### src/rtl/ulpb_pkg.sv
package ulpb_pkg;

	// Message field widths.
	localparam int addr_width = 8;
	localparam int data_width = 32;
	localparam int id_width   = 4;
	localparam int op_width   = addr_width - id_width;

	// Short address of this node, compared against the upper address nibble.
	localparam logic [id_width-1:0] node_id = 4'h5;

	typedef logic [addr_width-1:0] addr_t;
	typedef logic [data_width-1:0] data_t;

	// Command carried in the lower address nibble.
	typedef enum logic [op_width-1:0]
	{
		op_write = 4'h0,
		op_read  = 4'h1,
		op_sleep = 4'h2
	} ulpb_op_e;

	// Isolation levels for every power control.
	localparam logic io_hold    = 1'b0;
	localparam logic io_release = 1'b1;

	typedef enum logic [1:0]
	{
		sl_asleep,
		sl_waking,
		sl_awake
	} sleep_state_e;

	typedef enum logic [2:0]
	{
		bc_idle,
		bc_power_up,
		bc_deliver,
		bc_wait_resp,
		bc_reply,
		bc_sleep_req
	} bc_state_e;

endpackage

### src/rtl/ulpb_lc_if.sv
`timescale 1ns/100ps

interface ulpb_lc_if
	import ulpb_pkg::*;
();

	// Transmit group, layer side toward bus side.
	addr_t tx_addr;
	data_t tx_data;
	logic  tx_req;
	logic  tx_ack;
	logic  tx_succ;
	logic  tx_fail;
	logic  tx_resp_ack;

	// Receive group, bus side toward layer side.
	addr_t rx_addr;
	data_t rx_data;
	logic  rx_req;
	logic  rx_ack;

	// Power controls of the layer domain.
	logic  power_on;
	logic  release_clk;
	logic  release_rst;
	logic  release_iso;

	modport bus
	(
		output rx_addr, rx_data, rx_req, tx_ack, tx_succ, tx_fail,
		output power_on, release_clk, release_rst, release_iso,
		input  tx_addr, tx_data, tx_req, tx_resp_ack, rx_ack
	);

	modport layer
	(
		input  rx_addr, rx_data, rx_req, tx_ack, tx_succ, tx_fail,
		input  power_on, release_clk, release_rst, release_iso,
		output tx_addr, tx_data, tx_req, tx_resp_ack, rx_ack
	);

endinterface

### src/rtl/ulpb_sleep_ctrl.sv
`timescale 1ns/100ps

module ulpb_sleep_ctrl
	import ulpb_pkg::*;
#(
	parameter int wake_cycles = 4
)
(
	input  logic clk,
	input  logic rst_n,
	input  logic wakeup,
	input  logic sleep_req,
	output logic iso_release,
	output logic asleep
);

	localparam int cnt_width = $clog2(wake_cycles + 1);

	sleep_state_e         state;
	logic [cnt_width-1:0] wake_cnt;

	assign asleep = (state == sl_asleep);

	always_ff @(posedge clk)
	begin
		if (!rst_n)
		begin
			state       <= sl_asleep;
			wake_cnt    <= '0;
			iso_release <= io_hold;
		end
		else
		begin
			case (state)
				sl_asleep:
				begin
					if (wakeup)
					begin
						state    <= sl_waking;
						wake_cnt <= cnt_width'(1);
					end
				end
				sl_waking:
				begin
					// Isolation stays held until the bus side has settled.
					if (wake_cnt == cnt_width'(wake_cycles))
					begin
						state       <= sl_awake;
						iso_release <= io_release;
					end
					else
					begin
						wake_cnt <= wake_cnt + 1'b1;
					end
				end
				sl_awake:
				begin
					if (sleep_req)
					begin
						state       <= sl_asleep;
						iso_release <= io_hold;
					end
				end
				default:
				begin
					state       <= sl_asleep;
					iso_release <= io_hold;
				end
			endcase
		end
	end

	// Isolation register never disagrees with the sleep state.
	assert property (@(posedge clk) disable iff (!rst_n)
		asleep |-> (iso_release == io_hold))
		else $error("iso_release at release while asleep");

	// Wake delay is exact
	assert property (@(posedge clk) disable iff (!rst_n)
		(asleep && wakeup) |=>
			(iso_release == io_hold) [*wake_cycles] ##1 (iso_release == io_release))
		else $error("iso_release not released wake_cycles after wakeup");

endmodule

### src/rtl/ulpb_bus_ctrl.sv
`timescale 1ns/100ps

module ulpb_bus_ctrl
	import ulpb_pkg::*;
(
	input  logic   clk,
	input  logic   rst_n,
	input  logic   iso_release,
	input  logic   msg_valid,
	input  addr_t  msg_addr,
	input  data_t  msg_data,
	output logic   msg_ready,
	output logic   out_valid,
	output addr_t  out_addr,
	output data_t  out_data,
	input  logic   out_ready,
	output logic   sleep_req,
	ulpb_lc_if.bus lc
);

	bc_state_e state;
	ulpb_op_e  op;
	logic      accept;
	logic      take_reply;

	assign msg_ready  = (state == bc_idle) && (iso_release == io_release);
	assign accept     = msg_valid && msg_ready &&
		(msg_addr[addr_width-1 -: id_width] == node_id);
	assign take_reply = (state == bc_wait_resp) && lc.tx_req;
	assign sleep_req  = (state == bc_sleep_req);

	// Command of the message held on the receive lines.
	assign op = ulpb_op_e'(lc.rx_addr[op_width-1:0]);

	always_ff @(posedge clk)
	begin
		if (!rst_n)
		begin
			state          <= bc_idle;
			lc.power_on    <= io_hold;
			lc.release_clk <= io_hold;
			lc.release_rst <= io_hold;
			lc.release_iso <= io_hold;
			lc.rx_req      <= 1'b0;
			lc.tx_ack      <= 1'b0;
			lc.tx_succ     <= 1'b0;
			lc.tx_fail     <= 1'b0;
			out_valid      <= 1'b0;
		end
		else
		begin
			case (state)
				bc_idle:
				begin
					// Layer domain down means power it up before delivery.
					if (accept && (lc.release_iso == io_hold))
					begin
						lc.power_on <= io_release;
						state       <= bc_power_up;
					end
					else if (accept)
					begin
						lc.rx_req <= 1'b1;
						state     <= bc_deliver;
					end
				end
				bc_power_up:
				begin
					if (lc.release_clk == io_hold)
					begin
						lc.release_clk <= io_release;
					end
					else if (lc.release_rst == io_hold)
					begin
						lc.release_rst <= io_release;
					end
					else
					begin
						lc.release_iso <= io_release;
						lc.rx_req      <= 1'b1;
						state          <= bc_deliver;
					end
				end
				bc_deliver:
				begin
					if (lc.rx_req && lc.rx_ack)
					begin
						lc.rx_req <= 1'b0;
					end
					else if (!lc.rx_req && !lc.rx_ack)
					begin
						case (op)
							op_read:
								state <= bc_wait_resp;
							op_sleep:
							begin
								lc.power_on    <= io_hold;
								lc.release_clk <= io_hold;
								lc.release_rst <= io_hold;
								lc.release_iso <= io_hold;
								state          <= bc_sleep_req;
							end
							default:
								state <= bc_idle;
						endcase
					end
				end
				bc_wait_resp:
				begin
					// A zero node id is an illegal destination and never leaves.
					if (take_reply)
					begin
						lc.tx_ack <= 1'b1;
						out_valid <= (lc.tx_addr[addr_width-1 -: id_width] != '0);
						state     <= bc_reply;
					end
				end
				bc_reply:
				begin
					if (lc.tx_succ || lc.tx_fail)
					begin
						if (lc.tx_resp_ack)
						begin
							lc.tx_ack  <= 1'b0;
							lc.tx_succ <= 1'b0;
							lc.tx_fail <= 1'b0;
							state      <= bc_idle;
						end
					end
					else if (out_valid)
					begin
						if (out_ready)
						begin
							out_valid  <= 1'b0;
							lc.tx_succ <= 1'b1;
						end
					end
					else
					begin
						lc.tx_fail <= 1'b1;
					end
				end
				bc_sleep_req:
				begin
					// Wait for the sleep controller to take the node down.
					if (iso_release == io_hold)
						state <= bc_idle;
				end
				default:
					state <= bc_idle;
			endcase
		end
	end

	always_ff @(posedge clk)
	begin
		if (accept)
		begin
			lc.rx_addr <= msg_addr;
			lc.rx_data <= msg_data;
		end
		if (take_reply)
		begin
			out_addr <= lc.tx_addr;
			out_data <= lc.tx_data;
		end
	end

	assert property (@(posedge clk) disable iff (!rst_n)
		(lc.rx_req && !lc.rx_ack) |=> lc.rx_req)
		else $error("rx_req dropped before rx_ack");

endmodule

### src/rtl/ulpb_node_isolation.sv
`timescale 1ns/100ps

module ulpb_node_isolation
	import ulpb_pkg::*;
(
	input  logic     iso_release,
	ulpb_lc_if.layer bc,
	ulpb_lc_if.bus   lc
);

	// Bus controller's release_iso after the sleep controller's hold.
	logic bc_iso_masked;

	// Power controls toward the layer domain.
	always_comb
	begin
		if (iso_release == io_hold)
		begin
			lc.power_on    = io_hold;
			lc.release_clk = io_hold;
			lc.release_rst = io_hold;
		end
		else
		begin
			lc.power_on    = bc.power_on;
			lc.release_clk = bc.release_clk;
			lc.release_rst = bc.release_rst;
		end
	end

	// Signals toward the layer side.
	always_comb
	begin
		if (iso_release == io_hold)
		begin
			lc.rx_addr    = '0;
			lc.rx_data    = '0;
			lc.rx_req     = 1'b0;
			lc.tx_ack     = 1'b0;
			lc.tx_succ    = 1'b0;
			lc.tx_fail    = 1'b0;
			bc_iso_masked = io_hold;
		end
		else
		begin
			lc.rx_addr    = bc.rx_addr;
			lc.rx_data    = bc.rx_data;
			lc.rx_req     = bc.rx_req;
			lc.tx_ack     = bc.tx_ack;
			lc.tx_succ    = bc.tx_succ;
			lc.tx_fail    = bc.tx_fail;
			bc_iso_masked = bc.release_iso;
		end
		lc.release_iso = bc_iso_masked;
	end

	// Signals toward the bus side, gated by the masked release.
	always_comb
	begin
		if (bc_iso_masked == io_hold)
		begin
			bc.tx_addr     = '0;
			bc.tx_data     = '0;
			bc.tx_req      = 1'b0;
			bc.tx_resp_ack = 1'b0;
			bc.rx_ack      = 1'b0;
		end
		else
		begin
			bc.tx_addr     = lc.tx_addr;
			bc.tx_data     = lc.tx_data;
			bc.tx_req      = lc.tx_req;
			bc.tx_resp_ack = lc.tx_resp_ack;
			bc.rx_ack      = lc.rx_ack;
		end
	end

	// Layer side only ever sees a request rise with the node released.
	assert property (@(posedge lc.rx_req) iso_release == io_release)
		else $error("rx_req reached layer side while isolation held");

endmodule

### src/rtl/ulpb_layer_ctrl.sv
`timescale 1ns/100ps

module ulpb_layer_ctrl
	import ulpb_pkg::*;
#(
	parameter int reg_depth = 8
)
(
	input  logic     clk,
	input  logic     rst_n,
	ulpb_lc_if.layer ifc
);

	// Index fits inside the upper nibble, so depth is at most 16.
	localparam int idx_width = $clog2(reg_depth);

	typedef enum logic [1:0]
	{
		lc_idle,
		lc_rx_done,
		lc_tx_wait,
		lc_tx_done
	} lc_state_e;

	lc_state_e            state;
	data_t                regs [reg_depth];
	logic                 rd_pend;
	logic                 domain_on;
	logic                 run;
	logic                 rx_take;
	ulpb_op_e             op;
	logic [idx_width-1:0] wr_idx;
	logic [idx_width-1:0] rd_idx;

	assign domain_on = (ifc.power_on == io_release) && (ifc.release_rst == io_release);
	assign run       = domain_on && (ifc.release_clk == io_release);
	assign rx_take   = run && (state == lc_idle) && ifc.rx_req &&
		(ifc.release_iso == io_release);
	assign op        = ulpb_op_e'(ifc.rx_addr[op_width-1:0]);

	// Writes index from just above bit 27, reads from the low bits.
	assign wr_idx = ifc.rx_data[28 +: idx_width];
	assign rd_idx = ifc.rx_data[idx_width-1:0];

	always_ff @(posedge clk)
	begin
		if (!rst_n || !domain_on)
		begin
			state           <= lc_idle;
			rd_pend         <= 1'b0;
			ifc.rx_ack      <= 1'b0;
			ifc.tx_req      <= 1'b0;
			ifc.tx_resp_ack <= 1'b0;
		end
		else if (run)
		begin
			case (state)
				lc_idle:
				begin
					// Every command is acknowledged, sleep needs nothing more.
					if (rx_take)
					begin
						ifc.rx_ack <= 1'b1;
						rd_pend    <= (op == op_read);
						state      <= lc_rx_done;
					end
				end
				lc_rx_done:
				begin
					if (!ifc.rx_req)
					begin
						ifc.rx_ack <= 1'b0;
						ifc.tx_req <= rd_pend;
						state      <= rd_pend ? lc_tx_wait : lc_idle;
					end
				end
				lc_tx_wait:
				begin
					if (ifc.tx_ack && (ifc.tx_succ || ifc.tx_fail))
					begin
						ifc.tx_req      <= 1'b0;
						ifc.tx_resp_ack <= 1'b1;
						rd_pend         <= 1'b0;
						state           <= lc_tx_done;
					end
				end
				lc_tx_done:
				begin
					if (!ifc.tx_succ && !ifc.tx_fail)
					begin
						ifc.tx_resp_ack <= 1'b0;
						state           <= lc_idle;
					end
				end
				default:
					state <= lc_idle;
			endcase
		end
	end

	// Register contents are lost whenever the layer domain is reset.
	always_ff @(posedge clk)
	begin
		if (!rst_n || (ifc.release_rst == io_hold))
		begin
			for (int i = 0; i < reg_depth; i++)
				regs[i] <= '0;
		end
		else if (rx_take && (op == op_write))
		begin
			regs[wr_idx] <= ifc.rx_data;
		end
	end

	// Reply goes to the requested node as a write.
	always_ff @(posedge clk)
	begin
		if (rx_take && (op == op_read))
		begin
			ifc.tx_addr <= {ifc.rx_data[data_width-1 -: id_width], op_write};
			ifc.tx_data <= regs[rd_idx];
		end
	end

endmodule

### src/rtl/ulpb_node_top.sv
`timescale 1ns/100ps

module ulpb_node_top
	import ulpb_pkg::*;
#(
	parameter int reg_depth   = 8,
	parameter int wake_cycles = 4
)
(
	input  logic  clk,
	input  logic  rst_n,
	input  logic  wakeup,
	input  logic  msg_valid,
	input  addr_t msg_addr,
	input  data_t msg_data,
	output logic  msg_ready,
	output logic  out_valid,
	output addr_t out_addr,
	output data_t out_data,
	input  logic  out_ready,
	output logic  asleep
);

	logic iso_release;
	logic sleep_req;

	// Bus controller to isolation, and isolation to layer controller.
	ulpb_lc_if bc_side ();
	ulpb_lc_if lc_side ();

	ulpb_sleep_ctrl #(
		.wake_cycles (wake_cycles)
	) ulpb_sleep_ctrl_i (
		.clk         (clk),
		.rst_n       (rst_n),
		.wakeup      (wakeup),
		.sleep_req   (sleep_req),
		.iso_release (iso_release),
		.asleep      (asleep)
	);

	ulpb_bus_ctrl ulpb_bus_ctrl_i (
		.clk         (clk),
		.rst_n       (rst_n),
		.iso_release (iso_release),
		.msg_valid   (msg_valid),
		.msg_addr    (msg_addr),
		.msg_data    (msg_data),
		.msg_ready   (msg_ready),
		.out_valid   (out_valid),
		.out_addr    (out_addr),
		.out_data    (out_data),
		.out_ready   (out_ready),
		.sleep_req   (sleep_req),
		.lc          (bc_side.bus)
	);

	ulpb_node_isolation ulpb_node_isolation_i (
		.iso_release (iso_release),
		.bc          (bc_side.layer),
		.lc          (lc_side.bus)
	);

	ulpb_layer_ctrl #(
		.reg_depth (reg_depth)
	) ulpb_layer_ctrl_i (
		.clk   (clk),
		.rst_n (rst_n),
		.ifc   (lc_side.layer)
	);

endmodule

### config.mk
export PLATFORM = sky130hd
export DESIGN_NAME = ulpb_node_top
export DESIGN_NICKNAME = d
export VERILOG_FILES = /design/src/rtl/ulpb_pkg.sv /design/src/rtl/ulpb_lc_if.sv /design/src/rtl/ulpb_sleep_ctrl.sv /design/src/rtl/ulpb_bus_ctrl.sv /design/src/rtl/ulpb_node_isolation.sv /design/src/rtl/ulpb_layer_ctrl.sv /design/src/rtl/ulpb_node_top.sv
export SDC_FILE = /design/constraint.sdc
export NUM_CORES = 1
export LEC_CHECK = 0
export ABC_AREA = 1
export BUFFER_PORTS_ARGS = -buffer_cell sky130_fd_sc_hd__buf_2
export CAP_MARGIN = 30
export CORE_MARGIN = 2
export CORE_UTILIZATION = 57
export CTS_BUF_LIST = sky130_fd_sc_hd__clkbuf_4
export CTS_CLUSTER_DIAMETER = 100
export DETAILED_ROUTE_END_ITERATION = 8
export PLACE_DENSITY = 0.77
export SLEW_MARGIN = 10
export SYNTH_ARGS = -nofsm -noshare
export SYNTH_HDL_FRONTEND = slang
export SYNTH_SLANG_ARGS = --single-unit
### constraint.sdc
create_clock -name clk -period 3.6 [get_ports clk]
set_input_delay 0.18 -clock clk [delete_from_list [all_inputs] [get_ports clk]]
set_output_delay 0.18 -clock clk [all_outputs]
set_load 0.02 [all_outputs]
## After elaboration in Yosys (flattened, before gate mapping)

Memory sizes are Yosys's and may differ from the RTL's. A register that Yosys moved wholly into a read port is not among the register bits.
Index checks and enable logic that the tools add are counted.

- Register bits after elaboration: 100
- Latch bits: 0
- Memory bits (writable): 256
- Bits in read-only memories: 0
- Input bits: 45
- Output and inout port bits: 43
- Word-level logic and storage cells: 219
- Memories: 1

- Add/subtract/negate cells: 1
- $mul: 0
- Div/mod/pow operators: 0
- $lt $le $gt $ge: 0
- Equality and inequality tests: 40
- Shift-type cells: 0
- Muxes and demuxes: 90
- Bitwise gates (word level): 3
- Reductions and logical operators: 61

Memories:

| memory | depth | bits a word | rd ports | clocked after memory_dff | write ports | line | RTL |
|---|---|---|---|---|---|---|---|
| ulpb_layer_ctrl_i.regs | 8 | 32 | 1 | 1 | 8 | ulpb_layer_ctrl.sv:26 | `data_t regs [reg_depth];` |

Operators with widths:

| kind | count |
|---|---|
| 2-to-1 mux 32 bit | 2 |
| 2-to-1 mux 1 bit | 48 |
| 2-to-1 mux 3 bit | 13 |
| OR reduction 32 bit | 1 |
| AND reduction 4 bit | 7 |
| != test 2 x 1 -> 1 bit, second input constant | 12 |
| != test 2 bit, second input constant | 12 |
| one-hot mux 1 bit (2 select lines) | 10 |
| nonzero test 2 bit | 10 |
| one-hot mux 3 bit (6 select lines) | 1 |
| logical AND 1 bit | 16 |
| 2-to-1 mux 2 bit | 8 |
| AND reduction 3 bit | 5 |
| AND reduction 5 bit | 3 |
| one-hot mux 3 bit (2 select lines) | 2 |
| AND reduction 6 bit | 2 |
| equality test 3 bit, second input constant | 3 |
| AND reduction 9 bit | 1 |
| equality test 4 x 1 -> 1 bit, second input constant | 2 |
| 2-to-1 mux 8 bit | 1 |
| one-hot mux 2 bit (4 select lines) | 1 |
| equality test 2 bit, second input constant | 3 |
| equality test 3 x 2 -> 1 bit, second input constant | 2 |
| zero test 1 bit | 6 |
| 16 further kinds | 24 |

## Logic depth before layout (Yosys ltp)

Gate-level depths: netlist of the first run.

- Word-level depth: 12
- Depth in mapped cells: 12
- Mapped depth without buffers: 10

## Cells and area by module

A second synthesis of the first run with hierarchy kept.

- Cell total of the unflattened synthesis: 1610
- Area, all modules: 17994.8 µm²

Modules (own cells, without submodules):

| module | times used | cells each | area an instance (µm²) | seq. area each (µm²) |
|---|---|---|---|---|
| ulpb_layer_ctrl | 1 | 1166 | 13664.4 | 8888.5 |
| ulpb_bus_ctrl | 1 | 215 | 3264.4 | 2642.5 |
| ulpb_node_isolation | 1 | 191 | 752.0 | 0.0 |
| ulpb_sleep_ctrl | 1 | 38 | 314.1 | 120.1 |

## Worst setup path before layout of the first run

No wires, ideal clock.

- Kind: flip-flop to flip-flop
- Start point: reg ulpb_sleep_ctrl_i.iso_release
- End point: reg ulpb_layer_ctrl_i.ifc.tx_addr[4] (enable)
- Library setup time: 0.474 ns
- Arrival time: 3.222 ns
- Required time: 3.126 ns
- Setup slack: -0.096 ns
- Stages on the path, launching flop included: 8
- Buffers on the path: 1
- Clock period less this slack: 3.696 ns
- Cells stage by stage: dfxtp_1 > buf_6 > nand2_4 > inv_2 > nand2_1 > nor2_1 > nand2_1 > nor3_1

- Cells in the longest elaborated chain, start to end: 7
- Elaborated cells between the ends (all ways): 13
- Classes of those cells: eq/ne: 1; mux: 6; reduce/logical: 6

Ends and longest elaborated chain:

| what | line | RTL |
|---|---|---|
| start, declared | ulpb_sleep_ctrl.sv:13 | `output logic iso_release,` |
| start signal, assigned | ulpb_sleep_ctrl.sv:30 | `iso_release <= io_hold;` |
| start signal, assigned | ulpb_sleep_ctrl.sv:49 | `iso_release <= io_release;` |
| start signal, assigned | ulpb_sleep_ctrl.sv:61 | `iso_release <= io_hold;` |
| 2-to-1 mux 1 bit | ulpb_node_isolation.sv:17 | `if (iso_release == io_hold)` |
| logical AND 1 bit | ulpb_layer_ctrl.sv:35 | `assign domain_on = (ifc.power_on == io_release) && (ifc.release_rst == io_release);` |
| logical AND 1 bit | ulpb_layer_ctrl.sv:36 | `assign run = domain_on && (ifc.release_clk == io_release);` |
| logical AND 1 bit (3 in series) | ulpb_layer_ctrl.sv:37 | `assign rx_take = run && (state == lc_idle) && ifc.rx_req &&` |
| logical AND 1 bit * | ulpb_layer_ctrl.sv:118 | `if (rx_take && (op == op_read))` |
| end signal, assigned | ulpb_layer_ctrl.sv:120 | `ifc.tx_addr <= {ifc.rx_data[data_width-1 -: id_width], op_write};` |
| end, declared | ulpb_lc_if.sv:39 | `output tx_addr, tx_data, tx_req, tx_resp_ack, rx_ack` |

Mark *: on every way between the ends. The rest lies on a longest branch, timed or not.
A chain may end at the register's enable or synchronous reset.

==> results.json, run 1 <==
{
  "outcome": "completed",
  "yosysUniqueCellTypes": 33,
  "cp-end-kind": "flop",
  "hold_viol_final": 0,
  "fillers": 2169,
  "drc_errors": 0,
  "wl_per_cell_um": 17.0,
  "coreArea_sq_mm": 0.0285,
  "grt_util_met1_pct": 33.0,
  "synth_ff_type": "edfxtp_1",
  "syn_area_per_cell_sq_um": 10.9,
  "io_pins": 88,
  "switching_power_w": 0.00177,
  "ys_ff_latch": 388,
  "drtIter0Drc": 1295,
  "drive_gt1_share_pct": 16.1,
  "whs_ns": 0.0835,
  "p_per_area_mw_per_mm2": 459,
  "fin_setup_tns_ns": 0,
  "required_ns": 3.95,
  "ir_drop_v": 0.000365,
  "clockPowerShare_pct": 41.3,
  "max_slew_margin_pct": 48.5,
  "worst-path-max-fanout": 32,
  "dieArea_sq_mm": 0.0302,
  "ff_latch_area_sq_mm": 0.0114,
  "synthArstFlopShare_pct": 0,
  "synth_edf_count": 364,
  "crit_arrival_ns": 3.18,
  "cts_buffer_depth": 3,
  "p_leak_nw": 7.86,
  "cts.sinks": 388,
  "syn-cell-area_sq_mm": 0.0165,
  "p_comb_share_pct": 1.8,
  "fmax_mhz": 353,
  "layout.nets": 1725,
  "r2r_cells": 11,
  "fin_skew_ns": 0.0344,
  "routed_wl_mm": 36.3,
  "dp_hpwl_mm": 21.2,
  "root_buffer": "clkbuf_4",
  "intPower_w": 0.00684,
  "min_from": "msg_addr[7]",
  "tightestPinTransition_ns": 0.771,
  "ys_seq_area_share_pct": 69.4,
  "setup_viol": 0,
  "area_delta_synth_final_pct": 14.0,
  "reg2reg_from": "ulpb_sleep_ctrl_i.iso_release",
  "portBuffers": 83,
  "multiInputGateArea_sq_mm": 0.00423,
  "grt_pass1_vias": 11400,
  "antenna_found_initial": 2,
  "path_class": "reg2reg",
  "r2r-end": "ulpb_layer_ctrl_i.regs[6][17]",
  "layout_setup_ws_ns": 0.764,
  "crit_path_start_kind": "flop",
  "insertion_delay_ns": 0.71,
  "initial_core_util_pct": 57.6,
  "grt_usage_pct": 24.3,
  "min_to": "ulpb_bus_ctrl_i.lc.rx_req",
  "gr-total-overflow": 0,
  "holdPathStages": 8,
  "vias": 11700,
  "chipHeight_um": 174,
  "place_congestion": 0.877,
  "rsz0062_at_grt": "no",
  "seqPwrFrac_pct": 56.8,
  "vias_per_cell": 5.48,
  "synthCells": 1506,
  "drv_cap": 0,
  "grt_util_met3_pct": 5.16,
  "top_usage_layer": "met2",
  "met2_usage_pct": 38.9,
  "reg2reg_slack_ns": 0.76,
  "worst_setup_hold_path_clk_slew_ns": 0.07,
  "dp_slack_ns": 0.808,
  "dr.pass1.iters": 5,
  "fin_crit_sh_pct": 78.8,
  "cts_tree": "built",
  "htree_levels": 3,
  "postCtsResizedCells": 0,
  "cts_buffers": 96,
  "rows": 62,
  "post_cts_buffers": 0,
  "die_w_um": 174,
  "ant_nets": 0,
  "hold_class": "in2reg",
  "grt_pass1_wl_mm": 57.4,
  "period_needed_ns": 2.84,
  "swShare_pct": 20.6,
  "yosysWarnings": 0,
  "grt_max_degree": 137,
  "drv_slew": 0
}
synth_stat cells (2+ instances only):
master	count	area share (%)
nor3_1	4	0.12
buf_4	4	0.18
o21ai_0	139	4.2
buf_6	22	1.5
nand3_1	50	1.5
buf_1	8	0.18
inv_2	3	0.068
nand4_1	5	0.19
nor2_8	2	0.24
nand2_4	8	0.55
nor2_2	13	0.49
dfxtp_1	24	2.9
nor2_1	485	11
inv_1	87	2.0
buf_2	19	0.58
o31ai_1	2	0.091
nand2_1	160	3.7
ha_1	2	0.15
o32ai_1	32	1.7
clkbuf_1	40	0.91
and3_1	2	0.076
a21oi_1	21	0.64
edfxtp_1	364	66
cell families after synthesis:
logic type	share of synthesized area (%)
adders and majority gates	0.152
buffers and inverters	5.41
other	0.0228
DFF	69.4
and+or+nand+nor	18.2
AOI/OAI and AO/OA	6.84
worst max path at each step:
stage                             startpoint                                to  slack [ns]  cells after the start
5_1_grt        ulpb_sleep_ctrl_i.iso_release     ulpb_layer_ctrl_i.regs[6][15]        0.53                     11
6_report       ulpb_sleep_ctrl_i.iso_release     ulpb_layer_ctrl_i.regs[6][17]        0.76                     11
3_3_place_gp   ulpb_sleep_ctrl_i.iso_release     ulpb_layer_ctrl_i.regs[6][14]        0.87                     11
4_1_cts        ulpb_sleep_ctrl_i.iso_release     ulpb_layer_ctrl_i.regs[6][15]        0.77                     11
2_1_floorplan  ulpb_sleep_ctrl_i.iso_release  ulpb_layer_ctrl_i.ifc.tx_addr[4]        1.01                      7
3_5_place_dp   ulpb_sleep_ctrl_i.iso_release     ulpb_layer_ctrl_i.regs[6][13]        0.81                     11
metal layers:
metal  vias up  part of all wire, %
li1       5487                    -
met1      5478                   39
met5         -                    0
met4         0                  2.1
met2       626                   48
met3        69                   11
worst max-delay path: stages (launching register included):
cell and delay, ns:
dfxtp_2 0.55, nand2_4 0.08, inv_2 0.06, nand2_1 0.05, nor2_1 0.08, nand2_1 0.12, inv_2 0.12, nand2_4 0.11
nor2_8 0.16, nand2_4 0.25, nand2_1 0.46, buf_4 0.40
final cells by class:
| cell class | instances | share of cell area [%] |
|---|---|---|
| clock buffers | 130 | 5.21 |
| flip-flops and latches | 388 | 60.9 |
| inverters | 90 | 1.81 |
| diodes | 2 | 0.0267 |
| well taps | 384 | 2.56 |
| repair buffers | 152 | 5.89 |
| clock inverters | 31 | 1.06 |
| multi-input cells | 950 | 22.6 |
power groups by stage:
stage          clock network, W  registers (W)  logic (W)
2_1_floorplan                 0        0.00499  0.0000742
3_3_place_gp                  0        0.00499   0.000110
3_5_place_dp                  0        0.00499   0.000114
4_1_cts                 0.00362        0.00489   0.000149
5_1_grt                 0.00385        0.00489   0.000172
6_report                0.00356        0.00489   0.000156
cell usage in the layout, fill, tap and decap left out, types with 23 or more instances in the layout:
master / Yosys / layout
dfxtp_1: 24 / 23
nor2_1: 485 / 485
o21ai_0: 139 / 139
clkinv_1: 0 / 24
inv_1: 87 / 86
nand2_1: 160 / 158
dlygate4sd3_1: 0 / 43
clkbuf_4: 0 / 130
nand3_1: 50 / 50
buf_2: 19 / 83
o32ai_1: 32 / 32
edfxtp_1: 364 / 364
timing repair:
action | 4_1_cts | 5_1_grt
hold buffers | 43 | 0
hold endpoints to repair | 50 | 0
endpoints found under the setup margin | 0 | 0
sequential cells by signal, indices dropped and copies added (netlist names), 3 cells and up, named ones only:
signal,count
ulpb_layer_ctrl_i.regs,256
ulpb_bus_ctrl_i.lc.rx_data,32
ulpb_bus_ctrl_i.out_data,32
ulpb_layer_ctrl_i.ifc.tx_data,32
ulpb_bus_ctrl_i.lc.rx_addr,4
ulpb_bus_ctrl_i.out_addr,4
ulpb_layer_ctrl_i.ifc.tx_addr,4
ulpb_bus_ctrl_i.state,3
ulpb_sleep_ctrl_i.wake_cnt,3
stage by stage:
step	cell area (sq um)	instances	power, W	utilization (%)
after floorplan	16500	1521	0.00506	-
after global placement	17100	1920	0.00510	60.0
after detailed placement	17100	1920	0.00510	60.0
after CTS	18700	2124	0.00866	65.6
after global routing	18700	2127	0.00892	65.7
final	18700	2127	0.00861	65.7
Note: power is estimated with default switching activity, not from simulation.
==> inputs of run 2 (changes only) <==
--- a/config.mk
+++ b/config.mk
@@ -9,11 +9,11 @@
 export BUFFER_PORTS_ARGS = -buffer_cell sky130_fd_sc_hd__buf_2
 export CAP_MARGIN = 30
 export CORE_MARGIN = 2
-export CORE_UTILIZATION = 57
+export CORE_UTILIZATION = 61
 export CTS_BUF_LIST = sky130_fd_sc_hd__clkbuf_4
 export CTS_CLUSTER_DIAMETER = 100
 export DETAILED_ROUTE_END_ITERATION = 8
-export PLACE_DENSITY = 0.77
+export PLACE_DENSITY = 0.79
 export SLEW_MARGIN = 10
 export SYNTH_ARGS = -nofsm -noshare
 export SYNTH_HDL_FRONTEND = slang
==> constraint.sdc (replaced) <==
create_clock -name clk -period 2.95 [get_ports clk]
set_input_delay 0.1475 -clock clk [delete_from_list [all_inputs] [get_ports clk]]
set_output_delay 0.1475 -clock clk [all_outputs]
set_load 0.02 [all_outputs]
==> results.json, run 2 (same netlist as run 1, synthesis figures left out) <==
{
  "cts_buffer_depth": 3,
  "root_buffer": "clkbuf_4",
  "gr-total-overflow": 0,
  "cts_tree": "built",
  "place_congestion": 0.844,
  "coreArea_sq_mm": 0.0267,
  "htree_levels": 3,
  "grt_max_degree": 83,
  "grt_pass1_wl_mm": 61.7,
  "chipHeight_um": 168,
  "dr.pass1.iters": 5,
  "area_delta_synth_final_pct": 14.3,
  "largest_register_ffs": 256,
  "intPower_w": 0.00831,
  "p_leak_nw": 7.94,
  "max_slew_margin_pct": 59.6,
  "vias": 11900,
  "die_w_um": 168,
  "drtIter0Drc": 1416,
  "insertion_delay_ns": 0.71,
  "hold_class": "in2reg",
  "switching_power_w": 0.00218,
  "grt_pass1_vias": 12100,
  "drc_errors": 0,
  "dp_hpwl_mm": 21.1,
  "required_ns": 3.54,
  "hold_viol_final": 0,
  "cts_buffers": 96,
  "final_common_cell": "nor2_1",
  "period_needed_ns": 2.46,
  "drive_gt1_share_pct": 17.1,
  "worst-path-max-fanout": 3,
  "initial_core_util_pct": 61.6,
  "portBuffers": 83,
  "cp-end-kind": "flop",
  "rows": 60,
  "wl_per_cell_um": 18.7,
  "fin_setup_tns_ns": 0,
  "worst_setup_hold_path_clk_slew_ns": 0.07,
  "post_cts_buffers": 0,
  "post-route-util_pct": 70.4,
  "rsz0062_at_grt": "no",
  "layout_setup_ws_ns": 0.490,
  "tightestPinTransition_ns": 0.606,
  "path_class": "in2reg",
  "final_cell_mix": "485 x nor2_1, 364 x edfxtp_1, 158 x nand2_1",
  "whs_ns": 0.121,
  "dieArea_sq_mm": 0.0283,
  "drv_cap": 0,
  "seqPwrFrac_pct": 56.9,
  "fin_skew_ns": 0.0523,
  "dp_slack_ns": 0.646,
  "antenna_found_initial": 1,
  "cts.sinks": 388,
  "layout.nets": 1733,
  "p_per_area_mw_per_mm2": 558,
  "swShare_pct": 20.8,
  "p_comb_share_pct": 1.8,
  "outcome": "completed",
  "total_power_w": 0.0105,
  "crit_path_start_kind": "input pin",
  "reg2reg_slack_ns": 0.61,
  "setup_viol": 0,
  "clockPowerShare_pct": 41.2,
  "crit_arrival_ns": 3.05,
  "fmax_mhz": 406,
  "fin_crit_sh_pct": 83.4,
  "vias_per_cell": 5.68,
  "grt_usage_pct": 28.3,
  "fillers": 1869,
  "regMostFlops": "ulpb_layer_ctrl_i.regs",
  "drv_slew": 0,
  "ir_drop_v": 0.000331,
  "routed_wl_mm": 39.2,
  "io_pins": 88,
  "ant_nets": 0
}
==> run 2: changes by cell type in the layout (fill, tap and decap cells not counted), sizes merged <==
cell / previous run / this run
buf: 109 / 116
bufinv: 3 / 1
clkbuf: 130 / 141
clkinv: 28 / 19
diode: 2 / 1
dlygate4sd3: 43 / 44
inv: 90 / 91
==> run 2: cell type report <==
type,instances,area [sq um],area share (%)
Antenna cell,1,2.50,0.0133
Inverter,90,339,1.80
Clock buffer,141,1060,5.63
Clock inverter,21,110,0.585
Multi-Input combinational cell,950,4230,22.5
Tap cell,341,427,2.27
Timing Repair Buffer,160,1230,6.53
Sequential cell,388,11400,60.7
==> run 2: metrics by stage <==
step	area, sq um	std cells
floorplan	16500	1521
global placement	17200	1885
detailed placement	17200	1885
CTS	18800	2091
global route	18800	2092
finish	18800	2092
==> run 2: final timing paths <==
check	end	cells past startpoint	from
worst min register to register	ulpb_bus_ctrl_i.lc.tx_ack	2	ulpb_bus_ctrl_i.lc.tx_ack
worst min-delay path	ulpb_bus_ctrl_i.state[0]	10	msg_addr[7]
worst max register to register	ulpb_layer_ctrl_i.ifc.tx_data[13]	9	ulpb_sleep_ctrl_i.iso_release
worst max-delay path	ulpb_bus_ctrl_i.lc.rx_req	11	msg_addr[5]
==> run 2: worst max-delay path: stages <==
cell and delay, ns:
dlygate4sd3_1 0.54, buf_2 0.12, inv_1 0.04, nand2_1 0.04, dlygate4sd3_1 0.54, nor2_1 0.17
dlygate4sd3_1 0.58, nand3b_1 0.14, nand4_1 0.13, a21oi_1 0.06, dlygate4sd3_1 0.55
==> run 2: routing by layer <==
layer	vias to the layer above	wire length, um	global-route usage, %
met2	744	19100	46.1
li1	5502	-	-
met4	0	1080	13.3
met1	5523	14800	36.6
met5	-	0	0
met3	104	4210	6.16
==> run 2: timing repair <==
item	in CTS	in global routing
resized for setup	0	0
endpoints found under the setup margin	0	0
hold endpoints to repair	51	0
hold buffers	44	0
==> run 2: power by group through the flow <==
stage                     clock [W]  sequential (W)  combinational, W
after global placement            0         0.00609          0.000136
after floorplan                   0         0.00609         0.0000905
after global routing        0.00466         0.00597          0.000212
after detailed placement          0         0.00609          0.000138
final                       0.00433         0.00597          0.000192
after CTS                   0.00438         0.00597          0.000185
==> inputs of run 3 (changes only) <==
--- a/config.mk
+++ b/config.mk
@@ -5,7 +5,7 @@
 export SDC_FILE = /design/constraint.sdc
 export NUM_CORES = 1
 export LEC_CHECK = 0
-export ABC_AREA = 1
+export ABC_AREA = 0
 export BUFFER_PORTS_ARGS = -buffer_cell sky130_fd_sc_hd__buf_2
 export CAP_MARGIN = 30
 export CORE_MARGIN = 2
==> constraint.sdc (replaced) <==
create_clock -name clk -period 2.4 [get_ports clk]
set_input_delay 0.12 -clock clk [delete_from_list [all_inputs] [get_ports clk]]
set_output_delay 0.12 -clock clk [all_outputs]
set_load 0.02 [all_outputs]
==> results.json, run 3 <==
{
  "regMostFlops": "ulpb_layer_ctrl_i.regs",
  "largest_register_ffs": 256,
  "cp_slowest_stage_delay_ns": 0.39,
  "drtIter0Drc": 1242,
  "synthCells": 1121,
  "reg2reg_from": "ulpb_layer_ctrl_i.state[0]",
  "final_common_cell": "edfxtp_1",
  "cts_buffer_depth": 3,
  "syn-cell-area_sq_mm": 0.0163,
  "worst-path-max-fanout": 32,
  "vias_per_cell": 6.20,
  "max_slew_margin_pct": 50.4,
  "area_delta_synth_final_pct": 16.9,
  "fin_setup_tns_ns": 0,
  "grt_pass1_vias": 10700,
  "fin_skew_ns": 0.0476,
  "whs_ns": 0.0795,
  "swShare_pct": 20.9,
  "drive_gt1_share_pct": 28.6,
  "outcome": "finished with violations",
  "p_comb_share_pct": 1.8,
  "wl_per_cell_um": 21.5,
  "dr.pass1.iters": 7,
  "grt_max_degree": 65,
  "synth_edf_count": 364,
  "antenna_found_initial": 2,
  "r2r-end": "ulpb_layer_ctrl_i.regs[7][24]",
  "p_per_area_mw_per_mm2": 680,
  "dp_hpwl_mm": 22.0,
  "insertion_delay_ns": 0.75,
  "clockPowerShare_pct": 41.4,
  "seqPwrFrac_pct": 56.7,
  "fin_crit_sh_pct": 95.1,
  "grt_pass1_wl_mm": 57.6,
  "grt_usage_pct": 26.9,
  "htree_levels": 3,
  "path_class": "reg2reg",
  "synth_top_cell_by_area": "edfxtp_1",
  "hold_class": "in2reg",
  "rsz0062_at_grt": "no",
  "crit_arrival_ns": 2.69,
  "ant_nets": 0,
  "rows": 59,
  "post_cts_buffers": 0,
  "syn_area_per_cell_sq_um": 14.6,
  "fmax_mhz": 438,
  "root_buffer": "clkbuf_4",
  "gr-total-overflow": 0,
  "slowest_stage": "dfxtp_1",
  "synth_ff_type": "edfxtp_1",
  "cts_buffers": 98,
  "layout_setup_ws_ns": 0.117,
  "endpoint": "ulpb_layer_ctrl_i.regs[7][24]",
  "yosysWarnings": 0,
  "layout.nets": 1367,
  "p_leak_nw": 7.62,
  "drv_cap": 0,
  "reg2reg_slack_ns": 0.12,
  "vias": 10700,
  "r2r_cells": 5,
  "ir_drop_v": 0.000386,
  "coreArea_sq_mm": 0.0261,
  "required_ns": 2.81,
  "synthArstFlopShare_pct": 0,
  "switching_power_w": 0.00271,
  "worst-path-buf-inv": 1,
  "cts.sinks": 388,
  "final_cell_mix": "364 x edfxtp_1, 149 x clkbuf_4, 137 x nor2_1",
  "crit_family": "simple AND/OR/NAND/NOR gates",
  "ys_seq_area_share_pct": 70.0,
  "synth.top_cells.by_count": "364 x edfxtp_1, 138 x nor2_1, 82 x nor3_1",
  "synth_area_leaders": "edfxtp_1 67%, mux4_2 4.4%, nor2_1 3.2%",
  "portBuffers": 83,
  "yosysTopAreaCellShare_pct": 67.0,
  "intPower_w": 0.0103,
  "worst_setup_hold_path_clk_slew_ns": 0.07,
  "setup_viol": 0,
  "cp-end-kind": "flop",
  "die_w_um": 168,
  "yosysUniqueCellTypes": 61,
  "cts_tree": "built",
  "tightestPinTransition_ns": 0.734,
  "routed_wl_mm": 37.0,
  "dp_slack_ns": 0.110,
  "ys_ff_latch": 388,
  "hold_viol_final": 0,
  "period_needed_ns": 2.28,
  "synth_most_common_cell": "edfxtp_1",
  "timing.critical_path.from": "ulpb_layer_ctrl_i.state[0]",
  "dieArea_sq_mm": 0.0281,
  "crit_path_start_kind": "flop",
  "io_pins": 88,
  "initial_core_util_pct": 62.4,
  "drc_errors": 12,
  "chipHeight_um": 168,
  "drv_slew": 0,
  "cp.depth": 5,
  "place_congestion": 0.841,
  "violations": "design-rule violations",
  "crit_chain": "nand4b_1 -> nor3b_4 -> nand4_1 -> o21ai_4 -> buf_12"
}
## run 3: cell count changes after synthesis, moves of 40 or more
cell	previous run	this run
nand3_1	50	4
nand2_1	160	45
nor2_1	485	138
inv_1	87	15
nor3_1	4	82
o21ai_0	139	15
and3_1	2	42
## run 3: worst min path at each step
stage / startpoint / to / slack, ns / depth (start not counted)
floorplan: wakeup / ulpb_sleep_ctrl_i.wake_cnt[2] / 0.21 / 1
global placement: msg_data[18] / ulpb_bus_ctrl_i.lc.rx_data[18] / 0.30 / 1
detailed placement: msg_data[7] / ulpb_bus_ctrl_i.lc.rx_data[7] / 0.30 / 1
CTS: msg_data[16] / ulpb_bus_ctrl_i.lc.rx_data[16] / 0.01 / 2
global route: msg_data[20] / ulpb_bus_ctrl_i.lc.rx_data[20] / 0.01 / 2
finish: msg_data[16] / ulpb_bus_ctrl_i.lc.rx_data[16] / 0.08 / 2
## run 3: layout make-up
cell class / instances / area (sq um)
antenna: 1 / 2.50
clock buffer: 149 / 1120
clock inverter: 17 / 95.1
fill: 1713 / 7060
inverter: 15 / 56.3
multi-input combinational: 634 / 4530
sequential: 388 / 11400
tap: 335 / 419
timing repair buffer: 183 / 1440
## run 3: kinds of logic (layout without fill, tap and decap cells)
logic type	count (synthesis)	in the layout	synth area share, %
AOI/OAI and AO/OA	152	152	6.96
xor gates and xnor gates	2	2	0.107
adders and majority gates	2	2	0.153
buffers and inverters	114	364	3.15
DFF	388	388	70.0
muxes	66	66	6.50
other	1	17	0.0230
and+or+nand+nor	396	396	13.1
## run 3: power groups by stage
stage               logic, W  clock network [W]  registers, W
CTS                 0.000232            0.00549       0.00736
detailed placement  0.000177                  0       0.00750
finish              0.000237            0.00537       0.00736
global route        0.000257            0.00587       0.00735
floorplan           0.000139                  0       0.00748
global placement    0.000173                  0       0.00750
## run 3: per-layer routing
layer  vias up  wire length, um  part of all wire (%)  GRT usage, %
li1       4781                -                     -             -
met1      5187            14700                    40          37.1
met2       628            17900                    48          42.3
met3        70             3630                   9.8          6.03
met4         2              749                   2.0          10.6
met5         -               13                 0.035             0
## run 3: worst reg2reg max path: cells and delay by family, from the launching register on
| kind | cells | cell delay [ns] |
|---|---|---|
| simple gates | 3 | 1.05 |
| compound gates | 1 | 0.27 |
| flops | 1 | 0.39 |
| buf+inv | 1 | 0.25 |
## run 3: repair_timing
item	CTS	global route
gates resized for setup	0	1
hold endpoints to repair	53	0
hold buffers	43	0
setup endpoints to repair	0	31
## run 3: through the flow
step	cell area (sq um)	utilization [%]	power (W)	std cells
2_1_floorplan	16400	-	0.00761	1136
3_3_place_gp	17400	66.7	0.00767	1512
3_5_place_dp	17400	66.7	0.00768	1512
4_1_cts	19100	72.9	0.0131	1721
5_1_grt	19100	73.0	0.0135	1722
6_report	19100	73.0	0.0130	1722
